## config.mk

```make
export PLATFORM = sky130hd
export DESIGN_NAME = pipeline_datapath
export DESIGN_NICKNAME = d
export VERILOG_FILES = /design/src/hdl/cpu_pkg.sv /design/src/hdl/control_unit.sv /design/src/hdl/reg_file.sv /design/src/hdl/alu.sv /design/src/hdl/hazard_unit.sv /design/src/hdl/pipeline_datapath.sv
export VERILOG_INCLUDE_DIRS = /design/src /design/src/hdl
export SDC_FILE = /design/constraint.sdc
export NUM_CORES = 1
export LEC_CHECK = 0
export BUFFER_PORTS_ARGS = -buffer_cell sky130_fd_sc_hd__buf_2
export CORE_UTILIZATION = 45
export CTS_CLUSTER_DIAMETER = 50
export DETAILED_ROUTE_END_ITERATION = 12
export PLACE_DENSITY_LB_ADDON = 0.2
export SLEW_MARGIN = 20
export SYNTH_ARGS = -nofsm -noshare
export SYNTH_HDL_FRONTEND = slang
export SYNTH_SLANG_ARGS = --single-unit
export TNS_END_PERCENT = 30
```

## constraint.sdc

```tcl
create_clock -name clk -period 6.5 [get_ports clk]
set_input_delay 0.325 -clock clk [delete_from_list [all_inputs] [get_ports clk]]
set_output_delay 0.325 -clock clk [all_outputs]
set_load 0.01 [all_outputs]
```

## src/hdl/cpu_defs.svh

```systemverilog
`ifndef CPU_DEFS_SVH
`define CPU_DEFS_SVH

`define WORD_SIZE 16
`define NUM_REGS  4

// instruction fields
//   opcode [15:12]  rs [11:10]  rt [9:8]  rd [7:6]  func [5:0]
//   immediate [7:0]  jump target [11:0]

`define OPC_BNE   4'd0
`define OPC_BEQ   4'd1
`define OPC_ADI   4'd4
`define OPC_ORI   4'd5
`define OPC_LHI   4'd6
`define OPC_LWD   4'd7
`define OPC_SWD   4'd8
`define OPC_JMP   4'd9
`define OPC_RTYPE 4'd15

// func field under OPC_RTYPE
`define FN_ADD 6'd0
`define FN_SUB 6'd1
`define FN_AND 6'd2
`define FN_ORR 6'd3
`define FN_WWD 6'd28
`define FN_HLT 6'd29

`endif

```

## src/hdl/cpu_pkg.sv

```systemverilog
`default_nettype none

`include "cpu_defs.svh"

package cpu_pkg;

    typedef logic [`WORD_SIZE-1:0] word_t;          // data, address and instruction
    typedef logic [$clog2(`NUM_REGS)-1:0] reg_idx_t;
    typedef logic [3:0] opcode_t;
    typedef logic [5:0] func_t;

    typedef enum logic [2:0] {
        ALU_ADD,
        ALU_SUB,
        ALU_AND,
        ALU_OR,
        ALU_LHI  // low byte of b into high byte
    } alu_op_t;

endpackage

`default_nettype wire

```

## src/hdl/control_unit.sv

```systemverilog
`timescale 1ns/1ps
`default_nettype none

`include "cpu_defs.svh"

module control_unit (
    input  cpu_pkg::word_t    instr,
    output cpu_pkg::reg_idx_t rs,
    output cpu_pkg::reg_idx_t rt,
    output cpu_pkg::reg_idx_t dest,
    output logic              reg_write,
    output logic              alu_src_imm,
    output logic              imm_signed,
    output cpu_pkg::alu_op_t  alu_op,
    output logic              mem_read,
    output logic              mem_write,
    output logic              is_branch,
    output logic              branch_on_eq,
    output logic              is_jump,
    output logic              is_wwd,
    output logic              is_halt,
    output logic              uses_rs,
    output logic              uses_rt
);
    cpu_pkg::opcode_t opcode;
    cpu_pkg::func_t   func;

    assign opcode = instr[15:12];
    assign func   = instr[5:0];
    assign rs     = instr[11:10];
    assign rt     = instr[9:8];

    always_comb begin
        dest         = instr[9:8];  // i-type writes rt
        reg_write    = 1'b0;
        alu_src_imm  = 1'b1;
        imm_signed   = 1'b1;
        alu_op       = cpu_pkg::ALU_ADD;
        mem_read     = 1'b0;
        mem_write    = 1'b0;
        is_branch    = 1'b0;
        branch_on_eq = 1'b0;
        is_jump      = 1'b0;
        is_wwd       = 1'b0;
        is_halt      = 1'b0;
        uses_rs      = 1'b0;
        uses_rt      = 1'b0;

        case (opcode)
            `OPC_RTYPE: begin
                dest        = instr[7:6];
                alu_src_imm = 1'b0;
                case (func)
                    `FN_ADD, `FN_SUB, `FN_AND, `FN_ORR: begin
                        reg_write = 1'b1;
                        uses_rs   = 1'b1;
                        uses_rt   = 1'b1;
                        if (func == `FN_SUB)
                            alu_op = cpu_pkg::ALU_SUB;
                        else if (func == `FN_AND)
                            alu_op = cpu_pkg::ALU_AND;
                        else if (func == `FN_ORR)
                            alu_op = cpu_pkg::ALU_OR;
                    end
                    `FN_WWD: begin
                        is_wwd  = 1'b1;
                        uses_rs = 1'b1;
                    end
                    `FN_HLT: is_halt = 1'b1;
                    default: ;  // unsupported func, no-op
                endcase
            end
            `OPC_ADI: begin
                reg_write = 1'b1;
                uses_rs   = 1'b1;
            end
            `OPC_ORI: begin
                reg_write  = 1'b1;
                uses_rs    = 1'b1;
                imm_signed = 1'b0;
                alu_op     = cpu_pkg::ALU_OR;
            end
            `OPC_LHI: begin
                reg_write = 1'b1;
                alu_op    = cpu_pkg::ALU_LHI;
            end
            `OPC_LWD: begin
                reg_write = 1'b1;
                mem_read  = 1'b1;
                uses_rs   = 1'b1;
            end
            `OPC_SWD: begin
                mem_write = 1'b1;
                uses_rs   = 1'b1;
                uses_rt   = 1'b1;  // store data
            end
            `OPC_BNE, `OPC_BEQ: begin
                is_branch    = 1'b1;
                branch_on_eq = (opcode == `OPC_BEQ);
                alu_src_imm  = 1'b0;
                alu_op       = cpu_pkg::ALU_SUB;
                uses_rs      = 1'b1;
                uses_rt      = 1'b1;
            end
            `OPC_JMP: is_jump = 1'b1;
            default: ;
        endcase
    end

endmodule

`default_nettype wire

```

## src/hdl/reg_file.sv

```systemverilog
`timescale 1ns/1ps
`default_nettype none

`include "cpu_defs.svh"

module reg_file (
    input  logic              clk,
    input  logic              rst,
    input  cpu_pkg::reg_idx_t raddr1,
    input  cpu_pkg::reg_idx_t raddr2,
    input  cpu_pkg::reg_idx_t waddr,
    input  cpu_pkg::word_t    wdata,
    input  logic              we,
    output cpu_pkg::word_t    rdata1,
    output cpu_pkg::word_t    rdata2
);
    cpu_pkg::word_t regs [`NUM_REGS];

    always_ff @(posedge clk) begin
        if (rst) begin
            for (int i = 0; i < `NUM_REGS; i++)
                regs[i] <= '0;
        end else if (we) begin
            regs[waddr] <= wdata;
        end
    end

    // write-through, so an instruction in writeback needs no stall
    assign rdata1 = (we && waddr == raddr1) ? wdata : regs[raddr1];
    assign rdata2 = (we && waddr == raddr2) ? wdata : regs[raddr2];

endmodule

`default_nettype wire

```

## src/hdl/alu.sv

```systemverilog
`timescale 1ns/1ps
`default_nettype none

module alu (
    input  cpu_pkg::word_t   a,
    input  cpu_pkg::word_t   b,
    input  cpu_pkg::alu_op_t op,
    output cpu_pkg::word_t   result,
    output logic             equal
);

    always_comb begin
        case (op)
            cpu_pkg::ALU_ADD: result = a + b;
            cpu_pkg::ALU_SUB: result = a - b;
            cpu_pkg::ALU_AND: result = a & b;
            cpu_pkg::ALU_OR:  result = a | b;
            cpu_pkg::ALU_LHI: result = {b[7:0], 8'h00};
            default:          result = '0;
        endcase
    end

    // branch condition, rs against rt
    assign equal = (a == b);

endmodule

`default_nettype wire

```

## src/hdl/hazard_unit.sv

```systemverilog
`timescale 1ns/1ps
`default_nettype none

module hazard_unit (
    input  cpu_pkg::reg_idx_t rs,
    input  cpu_pkg::reg_idx_t rt,
    input  logic              uses_rs,
    input  logic              uses_rt,
    input  cpu_pkg::reg_idx_t ex_dest,
    input  logic              ex_writes,
    input  cpu_pkg::reg_idx_t mem_dest,
    input  logic              mem_writes,
    output logic              stall
);
    logic rs_hit;
    logic rt_hit;

    // no forwarding, so any pending producer blocks decode
    assign rs_hit = uses_rs &&
                    ((ex_writes && ex_dest == rs) || (mem_writes && mem_dest == rs));
    assign rt_hit = uses_rt &&
                    ((ex_writes && ex_dest == rt) || (mem_writes && mem_dest == rt));

    assign stall = rs_hit || rt_hit;

endmodule

`default_nettype wire

```

## src/hdl/pipeline_datapath.sv

```systemverilog
`timescale 1ns/1ps
`default_nettype none

`include "cpu_defs.svh"

module pipeline_datapath (
    input  logic           clk,
    input  logic           rst,
    output logic           read_m1,
    output cpu_pkg::word_t address1,
    input  cpu_pkg::word_t data1,
    output logic           read_m2,
    output logic           write_m2,
    output cpu_pkg::word_t address2,
    output cpu_pkg::word_t write_data2,
    input  cpu_pkg::word_t read_data2,
    output cpu_pkg::word_t output_port,
    output logic           output_valid,
    output cpu_pkg::word_t num_inst,
    output logic           is_halted
);
    cpu_pkg::word_t pc;

    // fetch/decode
    logic           fd_valid;
    cpu_pkg::word_t fd_pc;
    cpu_pkg::word_t fd_instr;

    // decode
    cpu_pkg::reg_idx_t id_rs;
    cpu_pkg::reg_idx_t id_rt;
    cpu_pkg::reg_idx_t id_dest;
    logic              id_reg_write;
    logic              id_alu_src_imm;
    logic              id_imm_signed;
    cpu_pkg::alu_op_t  id_alu_op;
    logic              id_mem_read;
    logic              id_mem_write;
    logic              id_is_branch;
    logic              id_branch_on_eq;
    logic              id_is_jump;
    logic              id_is_wwd;
    logic              id_is_halt;
    logic              id_uses_rs;
    logic              id_uses_rt;
    cpu_pkg::word_t    id_rdata1;
    cpu_pkg::word_t    id_rdata2;
    cpu_pkg::word_t    id_imm;
    logic              stall;
    logic              jump_taken;
    cpu_pkg::word_t    jump_target;

    // decode/execute
    logic              de_valid;
    cpu_pkg::word_t    de_pc;
    cpu_pkg::word_t    de_rdata1;
    cpu_pkg::word_t    de_rdata2;
    cpu_pkg::word_t    de_imm;
    cpu_pkg::reg_idx_t de_dest;
    logic              de_reg_write;
    logic              de_alu_src_imm;
    cpu_pkg::alu_op_t  de_alu_op;
    logic              de_mem_read;
    logic              de_mem_write;
    logic              de_is_branch;
    logic              de_branch_on_eq;
    logic              de_is_wwd;
    logic              de_is_halt;

    // execute
    cpu_pkg::word_t alu_b;
    cpu_pkg::word_t alu_result;
    logic           alu_equal;
    cpu_pkg::word_t branch_target;
    logic           branch_taken;

    // execute/memory
    logic              em_valid;
    cpu_pkg::word_t    em_result;
    cpu_pkg::word_t    em_store_data;
    cpu_pkg::reg_idx_t em_dest;
    logic              em_reg_write;
    logic              em_mem_read;
    logic              em_mem_write;
    logic              em_is_wwd;
    logic              em_is_halt;

    // memory/writeback
    logic              mw_valid;
    cpu_pkg::word_t    mw_result;
    cpu_pkg::reg_idx_t mw_dest;
    logic              mw_reg_write;
    logic              mw_is_wwd;
    logic              mw_is_halt;
    logic              wb_we;

    control_unit u_ctrl (
        .instr        (fd_instr),
        .rs           (id_rs),
        .rt           (id_rt),
        .dest         (id_dest),
        .reg_write    (id_reg_write),
        .alu_src_imm  (id_alu_src_imm),
        .imm_signed   (id_imm_signed),
        .alu_op       (id_alu_op),
        .mem_read     (id_mem_read),
        .mem_write    (id_mem_write),
        .is_branch    (id_is_branch),
        .branch_on_eq (id_branch_on_eq),
        .is_jump      (id_is_jump),
        .is_wwd       (id_is_wwd),
        .is_halt      (id_is_halt),
        .uses_rs      (id_uses_rs),
        .uses_rt      (id_uses_rt)
    );

    reg_file u_regs (
        .clk    (clk),
        .rst    (rst),
        .raddr1 (id_rs),
        .raddr2 (id_rt),
        .waddr  (mw_dest),
        .wdata  (mw_result),
        .we     (wb_we),
        .rdata1 (id_rdata1),
        .rdata2 (id_rdata2)
    );

    hazard_unit u_hazard (
        .rs         (id_rs),
        .rt         (id_rt),
        .uses_rs    (id_uses_rs && fd_valid),
        .uses_rt    (id_uses_rt && fd_valid),
        .ex_dest    (de_dest),
        .ex_writes  (de_valid && de_reg_write),
        .mem_dest   (em_dest),
        .mem_writes (em_valid && em_reg_write),
        .stall      (stall)
    );

    alu u_alu (
        .a      (de_rdata1),
        .b      (alu_b),
        .op     (de_alu_op),
        .result (alu_result),
        .equal  (alu_equal)
    );

    assign id_imm = id_imm_signed ? {{(`WORD_SIZE-8){fd_instr[7]}}, fd_instr[7:0]}
                                  : {{(`WORD_SIZE-8){1'b0}}, fd_instr[7:0]};
    assign jump_taken  = fd_valid && id_is_jump;
    assign jump_target = {fd_pc[15:12], fd_instr[11:0]};

    assign alu_b         = de_alu_src_imm ? de_imm : de_rdata2;
    assign branch_target = de_pc + 16'd1 + de_imm;
    assign branch_taken  = de_valid && de_is_branch && (alu_equal == de_branch_on_eq);

    // branch redirect wins over jump, both win over stall
    always_ff @(posedge clk) begin
        if (rst) begin
            pc       <= '0;
            fd_valid <= 1'b0;
        end else if (!is_halted) begin
            if (branch_taken) begin
                pc       <= branch_target;
                fd_valid <= 1'b0;
            end else if (jump_taken) begin
                pc       <= jump_target;
                fd_valid <= 1'b0;
            end else if (!stall) begin
                pc       <= pc + 16'd1;
                fd_valid <= 1'b1;
            end
        end
    end

    always_ff @(posedge clk) begin
        if (!is_halted && !stall) begin
            fd_pc    <= pc;
            fd_instr <= data1;
        end
    end

    always_ff @(posedge clk) begin
        if (rst) begin
            de_valid <= 1'b0;
            em_valid <= 1'b0;
            mw_valid <= 1'b0;
        end else if (!is_halted) begin
            de_valid <= fd_valid && !stall && !branch_taken;  // bubble or flush
            em_valid <= de_valid;
            mw_valid <= em_valid;
        end
    end

    always_ff @(posedge clk) begin
        if (!is_halted) begin
            de_pc           <= fd_pc;
            de_rdata1       <= id_rdata1;
            de_rdata2       <= id_rdata2;
            de_imm          <= id_imm;
            de_dest         <= id_dest;
            de_reg_write    <= id_reg_write;
            de_alu_src_imm  <= id_alu_src_imm;
            de_alu_op       <= id_alu_op;
            de_mem_read     <= id_mem_read;
            de_mem_write    <= id_mem_write;
            de_is_branch    <= id_is_branch;
            de_branch_on_eq <= id_branch_on_eq;
            de_is_wwd       <= id_is_wwd;
            de_is_halt      <= id_is_halt;

            em_result     <= de_is_wwd ? de_rdata1 : alu_result;  // wwd carries rs
            em_store_data <= de_rdata2;
            em_dest       <= de_dest;
            em_reg_write  <= de_reg_write;
            em_mem_read   <= de_mem_read;
            em_mem_write  <= de_mem_write;
            em_is_wwd     <= de_is_wwd;
            em_is_halt    <= de_is_halt;

            mw_result    <= em_mem_read ? read_data2 : em_result;
            mw_dest      <= em_dest;
            mw_reg_write <= em_reg_write;
            mw_is_wwd    <= em_is_wwd;
            mw_is_halt   <= em_is_halt;
        end
    end

    always_ff @(posedge clk) begin
        if (rst) begin
            num_inst  <= '0;
            is_halted <= 1'b0;
        end else if (!is_halted && mw_valid) begin
            num_inst <= num_inst + 16'd1;
            if (mw_is_halt)
                is_halted <= 1'b1;
        end
    end

    assign read_m1  = !is_halted;
    assign address1 = pc;

    // a store behind a retiring HLT must not land
    assign read_m2     = em_valid && em_mem_read && !is_halted;
    assign write_m2    = em_valid && em_mem_write && !is_halted && !(mw_valid && mw_is_halt);
    assign address2    = em_result;
    assign write_data2 = em_store_data;

    assign wb_we        = mw_valid && mw_reg_write && !is_halted;
    assign output_valid = mw_valid && mw_is_wwd && !is_halted;
    assign output_port  = mw_result;

    assert property (@(posedge clk) disable iff (rst) !(read_m2 && write_m2))
        else $error("data port read and write in the same cycle");

    assert property (@(posedge clk) $fell(is_halted) |-> $past(rst))
        else $error("is_halted fell without reset");

endmodule

`default_nettype wire

```

-- Word level (Yosys, flattened, before mapping)
Memory sizes are Yosys's and may differ from the RTL's. A register that Yosys moved wholly into a read port is not among the register bits.
Cells that the tools add are included.
- register bits after elaboration: 199
- bits in writable memories: 64
- output and inout port bits: 85
- word-level logic and storage cells: 162
- memories: 1
- memory list (name ; words ; bits a word ; read ports ; clocked after memory_dff ; wr ports ; line ; RTL):
    u_regs.regs ; 4 ; 16 ; 2 ; 2 ; 4 ; reg_file.sv:17 ; cpu_pkg::word_t regs [`NUM_REGS];
- $add $sub $neg: 6
- equal/unequal tests: 26
- multiplexer cells: 40
- bitwise operators: 3
- reductions and logical operators: 49
- operators by type and width (operator ; number):
    $mux 16 ; 9
    $pmux 16 s5 ; 1
    $add 16x1->16 const B ; 3
    $add 16x16->16 ; 2
    $logic_and 1x1->1 ; 29
    $mux 1 ; 18
    $and 16x16->16 ; 1
    $eq 16x16->1 ; 1
    $eq 4x3->1 const B ; 4
    $or 16x16->16 ; 1
    $reduce_or 16->1 ; 1
    $sub 16x16->16 ; 1
    $eq 2x2->1 ; 6
    $eq 4x4->1 const B ; 3
    $eq 6x2->1 const B ; 2
    $eq 6x5->1 const B ; 2
    $pmux 3 s4 ; 1
    $mux 2 ; 5
    $mux 3 ; 3
    $reduce_or 4->1 ; 2
    $eq 3x2->1 const B ; 2
    $eq 6x1->1 const B ; 1
    $logic_not 6->1 ; 1
    $pmux 1 s2 ; 3
    other kinds (15) ; 22

-- Longest topological paths before layout
- word-level depth: 10
- gate-level depth with buffers: 16
- mapped depth without buffers: 12

-- Modules after synthesis
Synthesis repeated with hierarchy kept, for this count alone.
- cells, all modules: 1200
- area total of the unflattened synthesis: 14752.9 um^2
- modules (own cells, without submodules) (module ; instances ; cells each ; area each (um^2) ; sequential area each (um^2)):
    pipeline_datapath ; 1 ; 598 ; 8230.4 ; 5605.4
    reg_file ; 1 ; 221 ; 3812.4 ; 1921.8
    alu ; 1 ; 331 ; 2338.5 ; 0.0
    control_unit ; 1 ; 37 ; 270.3 ; 0.0
    hazard_unit ; 1 ; 13 ; 101.3 ; 0.0

-- Worst setup path after synthesis
OpenSTA, ideal clock, no wires.
- path type: reg-to-reg
- from: reg is_halted
- to: reg em_result[0], in the netlist address2[0] (enable)
- data arrival time: 3185 ps
- data required time: 6013 ps
- path slack: 2828 ps
- cell stages (with the launch flop): 3
- cells stage by stage: dfxtp_1 clkbuf_1 inv_1
- RTL lines (item ; line ; RTL):
    start, declared ; pipeline_datapath.sv:20 ; output logic is_halted
    start signal, assigned ; pipeline_datapath.sv:233 ; is_halted <= 1'b0;
    start signal, assigned ; pipeline_datapath.sv:237 ; is_halted <= 1'b1;
    end signal, assigned ; pipeline_datapath.sv:213 ; em_result <= de_is_wwd ? de_rdata1 : alu_result;
    end, declared ; pipeline_datapath.sv:79 ; cpu_pkg::word_t em_result;
No word-level cell between the ends.

-- Worst setup path after layout
- from: reg de_imm[8] (netlist name)
- to: reg pc[0], in the netlist address1[0]
- word-level cells in the longest chain between the ends: 6
- ends and longest elaborated chain (item ; line ; RTL):
    $mux 16 (*) ; pipeline_datapath.sv:154 ; assign alu_b = de_alu_src_imm ? de_imm : de_rdata2;
    $eq 16x16->1 (*) ; alu.sv:24 ; assign equal = (a == b);
    $eq 1x1->1 (*) ; pipeline_datapath.sv:156 ; assign branch_taken = de_valid && de_is_branch && (alu_equal == de_branch_on_eq);
    $logic_and 1x1->1 (*) ; pipeline_datapath.sv:156 ;
    $ne 3x1->1 (no line) ; -- ;
    $reduce_and 2->1 (no line) ; -- ;
    end signal, assigned ; pipeline_datapath.sv:165 ; pc <= branch_target;
    end signal, assigned ; pipeline_datapath.sv:168 ; pc <= jump_target;
    end signal, assigned ; pipeline_datapath.sv:171 ; pc <= pc + 16'd1;
    end, declared ; pipeline_datapath.sv:22 ; cpu_pkg::word_t pc;
Every way passes the cells marked *; elsewhere a longest branch is shown, timed or not.
A chain may end at the register's enable or synchronous reset.

==> results.yml <==
status:
  outcome: "finished, final reports clean"
layout:
  count_of_filler_cells_inserted_in_the_layout: 2630
  largest_register_ffs: 64
  design_area_mm2: 0.0166
  multi_input_area_mm2: 0.00629
  seq_area_mm2: 0.00761
  finish.net_count: 1404
  drive_above_1_share: 0.238
  top_register: "u_regs.regs"
  num_antenna_cells: 0
  syn2layout_area_growth_pct: 16.3
placement:
  dp_hpwl_mm: 25.3
  io_buffer_count: 118
  globalplace.congestion: 0.857
  place_ws_ns: 2.05
  dpl_cell_area_mm2: 0.0153
logic_synthesis:
  synth.net_count: 1281
  synthDistinctLibCells: 66
  netlist_top_cells_area: "edfxtp_1 47%, ha_1 5.8%, dfxtp_1 5.7%"
  netlist_area_mm2: 0.0143
  ys.warnings.count: 0
  ys_seq_area_frac: 0.532
  yosys_most_used_dff: "edfxtp_1"
  synthArstFlopShare: 0
  yosysMostFrequentCell: "edfxtp_1"
  cell_taking_the_most_area_after_synthesis: "edfxtp_1"
  yosys_top_cell_area_share: 0.475
  yosys-top-cells-count: "226 x edfxtp_1, 90 x nor2_1, 78 x a21oi_1"
  synthesized_instance_count: 1178
  synth.avg_cell_area_um2: 12.1
  number_of_flip_flops_and_latches_in_the_synthesized_netlist: 267
  synth_enable_flop_cells: 226
pwr:
  total_leakage_power_nw: 6.73
  total_chip_power_mw: 4.94
  power_per_cell_area_mw_per_mm2: 297
  ir_drop_mv: 0.202
worst_setup_path:
  sequence_of_cells_on_the_critical_path: "and2_1 > a21oi_1 > ha_1 > or4_1 > nor2_1 > nand4_1 > xor2_1 > nand2_1 > a31oi_2 > buf_4 > nor2_1 > a2111oi_0"
  worst_setup_path_start_kind: "flop"
  path_delay_family: "simple AND/OR/NAND/NOR gates"
  worst_setup_path_end_kind: "flop"
  reg2reg_depth: 12
  criticalPathCategory: "flop to flop"
  critical_path.max_fanout: 16
  timing.critical_path.mode_cell: "nor2_1"
  timing.critical_path.buf_inv: 1
  delay_of_the_slowest_critical_path_stage_ns: 0.63
  crit_arrival_ns: 4.82
  worst_ep_required_time_ns: 6.88
  crit_cells: 12
  crit_slowest_cell: "a31oi_2"
hold_path:
  timing.hold.worst.class: "primary input to flop"
  count_of_cells_along_the_worst_hold_path: 1
route:
  first_pass_iters: 5
  post_route_ant_nets: 0
  dr_total_vias: 9569
  drc: 0
  route.detailed.wl_per_inst_um: 20.7
  routed_wirelength_mm: 35.7
  via_per_inst: 5.56
  drt_iter0_markers: 680
sta:
  worst_clock_skew_ns: 0.0314
  grt_setup_unrepaired: "no"
  final_max_slew_viol_count: 0
  layout_setup_ws_ns: 2.07
  worst_pin_slew_ns: 0.982
  finalWorstPathRequiredPeriod_ns: 4.43
  setup_violations: 0
  max_slew_margin: 0.345
  achievable_frequency_mhz: 226
  finalHoldViolations: 0
  min_period_over_period: 0.682
  setup_tns_ns: 0
die:
  floorplan.rows: 64
  die_h_um: 180
  placeableCoreArea_mm2: 0.0309
  ios: 119
  die-area_mm2: 0.0325
  floorplan.die.width_um: 180
  initial_core_util: 0.462
clock_network:
  cts-root-buf: "clkbuf_16"
  cts_tree: "done"
  cts_resized: 0
  tritoncts_buffer_count: 34
  cts_buffer_depth: 3
  clk_pin_slew_worst_paths_ns: 0.05
  cts_max_level: 2
  insertion_delay_ns: 0.52
  cts_sinks: 267
  cts_post_setup_buffers_inserted: 0
  hold_buffers: 15
global_route:
  initial_antenna_violation_count: 1
  total_grt_overflow: 0
  first_global_vias: 9408
  grt_first_pass_wirelength_mm: 55.4
  grt_usage: 0.222
  grt_start_max_net_pins: 77
job:
  max_cap_violations: 0
## path summary, 6_finish.rpt
| kind | endpoint | startpoint | slack, ns |
|---|---|---|---|
| worst max-delay path | address1[0]$_SDFFE_PP0P_ | de_imm[8]$_SDFFCE_PP0N_ | 2.07 |
| worst min-delay path | fd_instr[10]$_DFFE_PP_ | data1[10] | 0.02 |
| worst max register to register | address1[0]$_SDFFE_PP0P_ | de_imm[8]$_SDFFCE_PP0N_ | 2.07 |
| worst min register to register | de_pc[3]$_DFFE_PN_ | fd_pc[3]$_DFFE_PP_ | 0.41 |
## placed cells by master, fill, tap and decap left out, types with 7 or more instances in the layout
cell,n
edfxtp_1,226
buf_2,118
nor2_1,88
a21oi_1,78
and2_1,71
mux2_2,66
ha_1,66
inv_1,60
nand2_1,53
dfxtp_1,41
clkbuf_16,35
xor2_1,34
o21ai_0,34
xnor2_1,34
mux4_2,32
a211oi_1,22
nor3_1,19
dlygate4sd3_1,15
nand3_1,13
mux2i_1,12
buf_4,12
or3_1,10
a211oi_2,10
nand4_1,8
nor4_1,8
nor2b_1,8
or2_2,8
o21a_1,8
a22o_1,8
o211ai_1,8
o22ai_1,7
nand2b_1,7
a21o_1,7
## stage by stage
step	util	hold slack [ns]	cells
after floorplan	-	0.400	1178
after global placement	0.495	0.401	1646
after global routing	0.538	0.00262	1722
after detailed placement	0.495	0.405	1646
final	0.538	0.0202	1722
after CTS	0.538	0.00188	1722
## cell type report
class | instances | share of cell area
clock inverters | 20 | 0.0139
inverters | 61 | 0.0141
well taps | 396 | 0.0298
clock buffers | 41 | 0.0559
multi-input cells | 792 | 0.378
repair buffers | 145 | 0.0500
flip-flops and latches | 267 | 0.458
## logic make-up after synthesis
kind of cell,share of synthesized area
compound gates,0.108
xor+xnor,0.0417
fa+ha+maj,0.0620
buf+inv,0.0331
flops,0.532
mux,0.112
simple gates,0.111
## metal layers
metal  track usage  share of wire
met1         0.315           0.47
met2         0.358           0.47
met3        0.0315          0.045
met4        0.0581          0.018
met5             0        0.00025
## power breakdown
group | leakage [nW] | internal [mW] | switching, mW
logic | 3.35 | 0.355 | 0.423
clock network | 0.555 | 1.19 | 0.726
registers | 2.83 | 2.05 | 0.205
total | 6.73 | 3.59 | 1.35
Power figures use the tool's default switching activity.
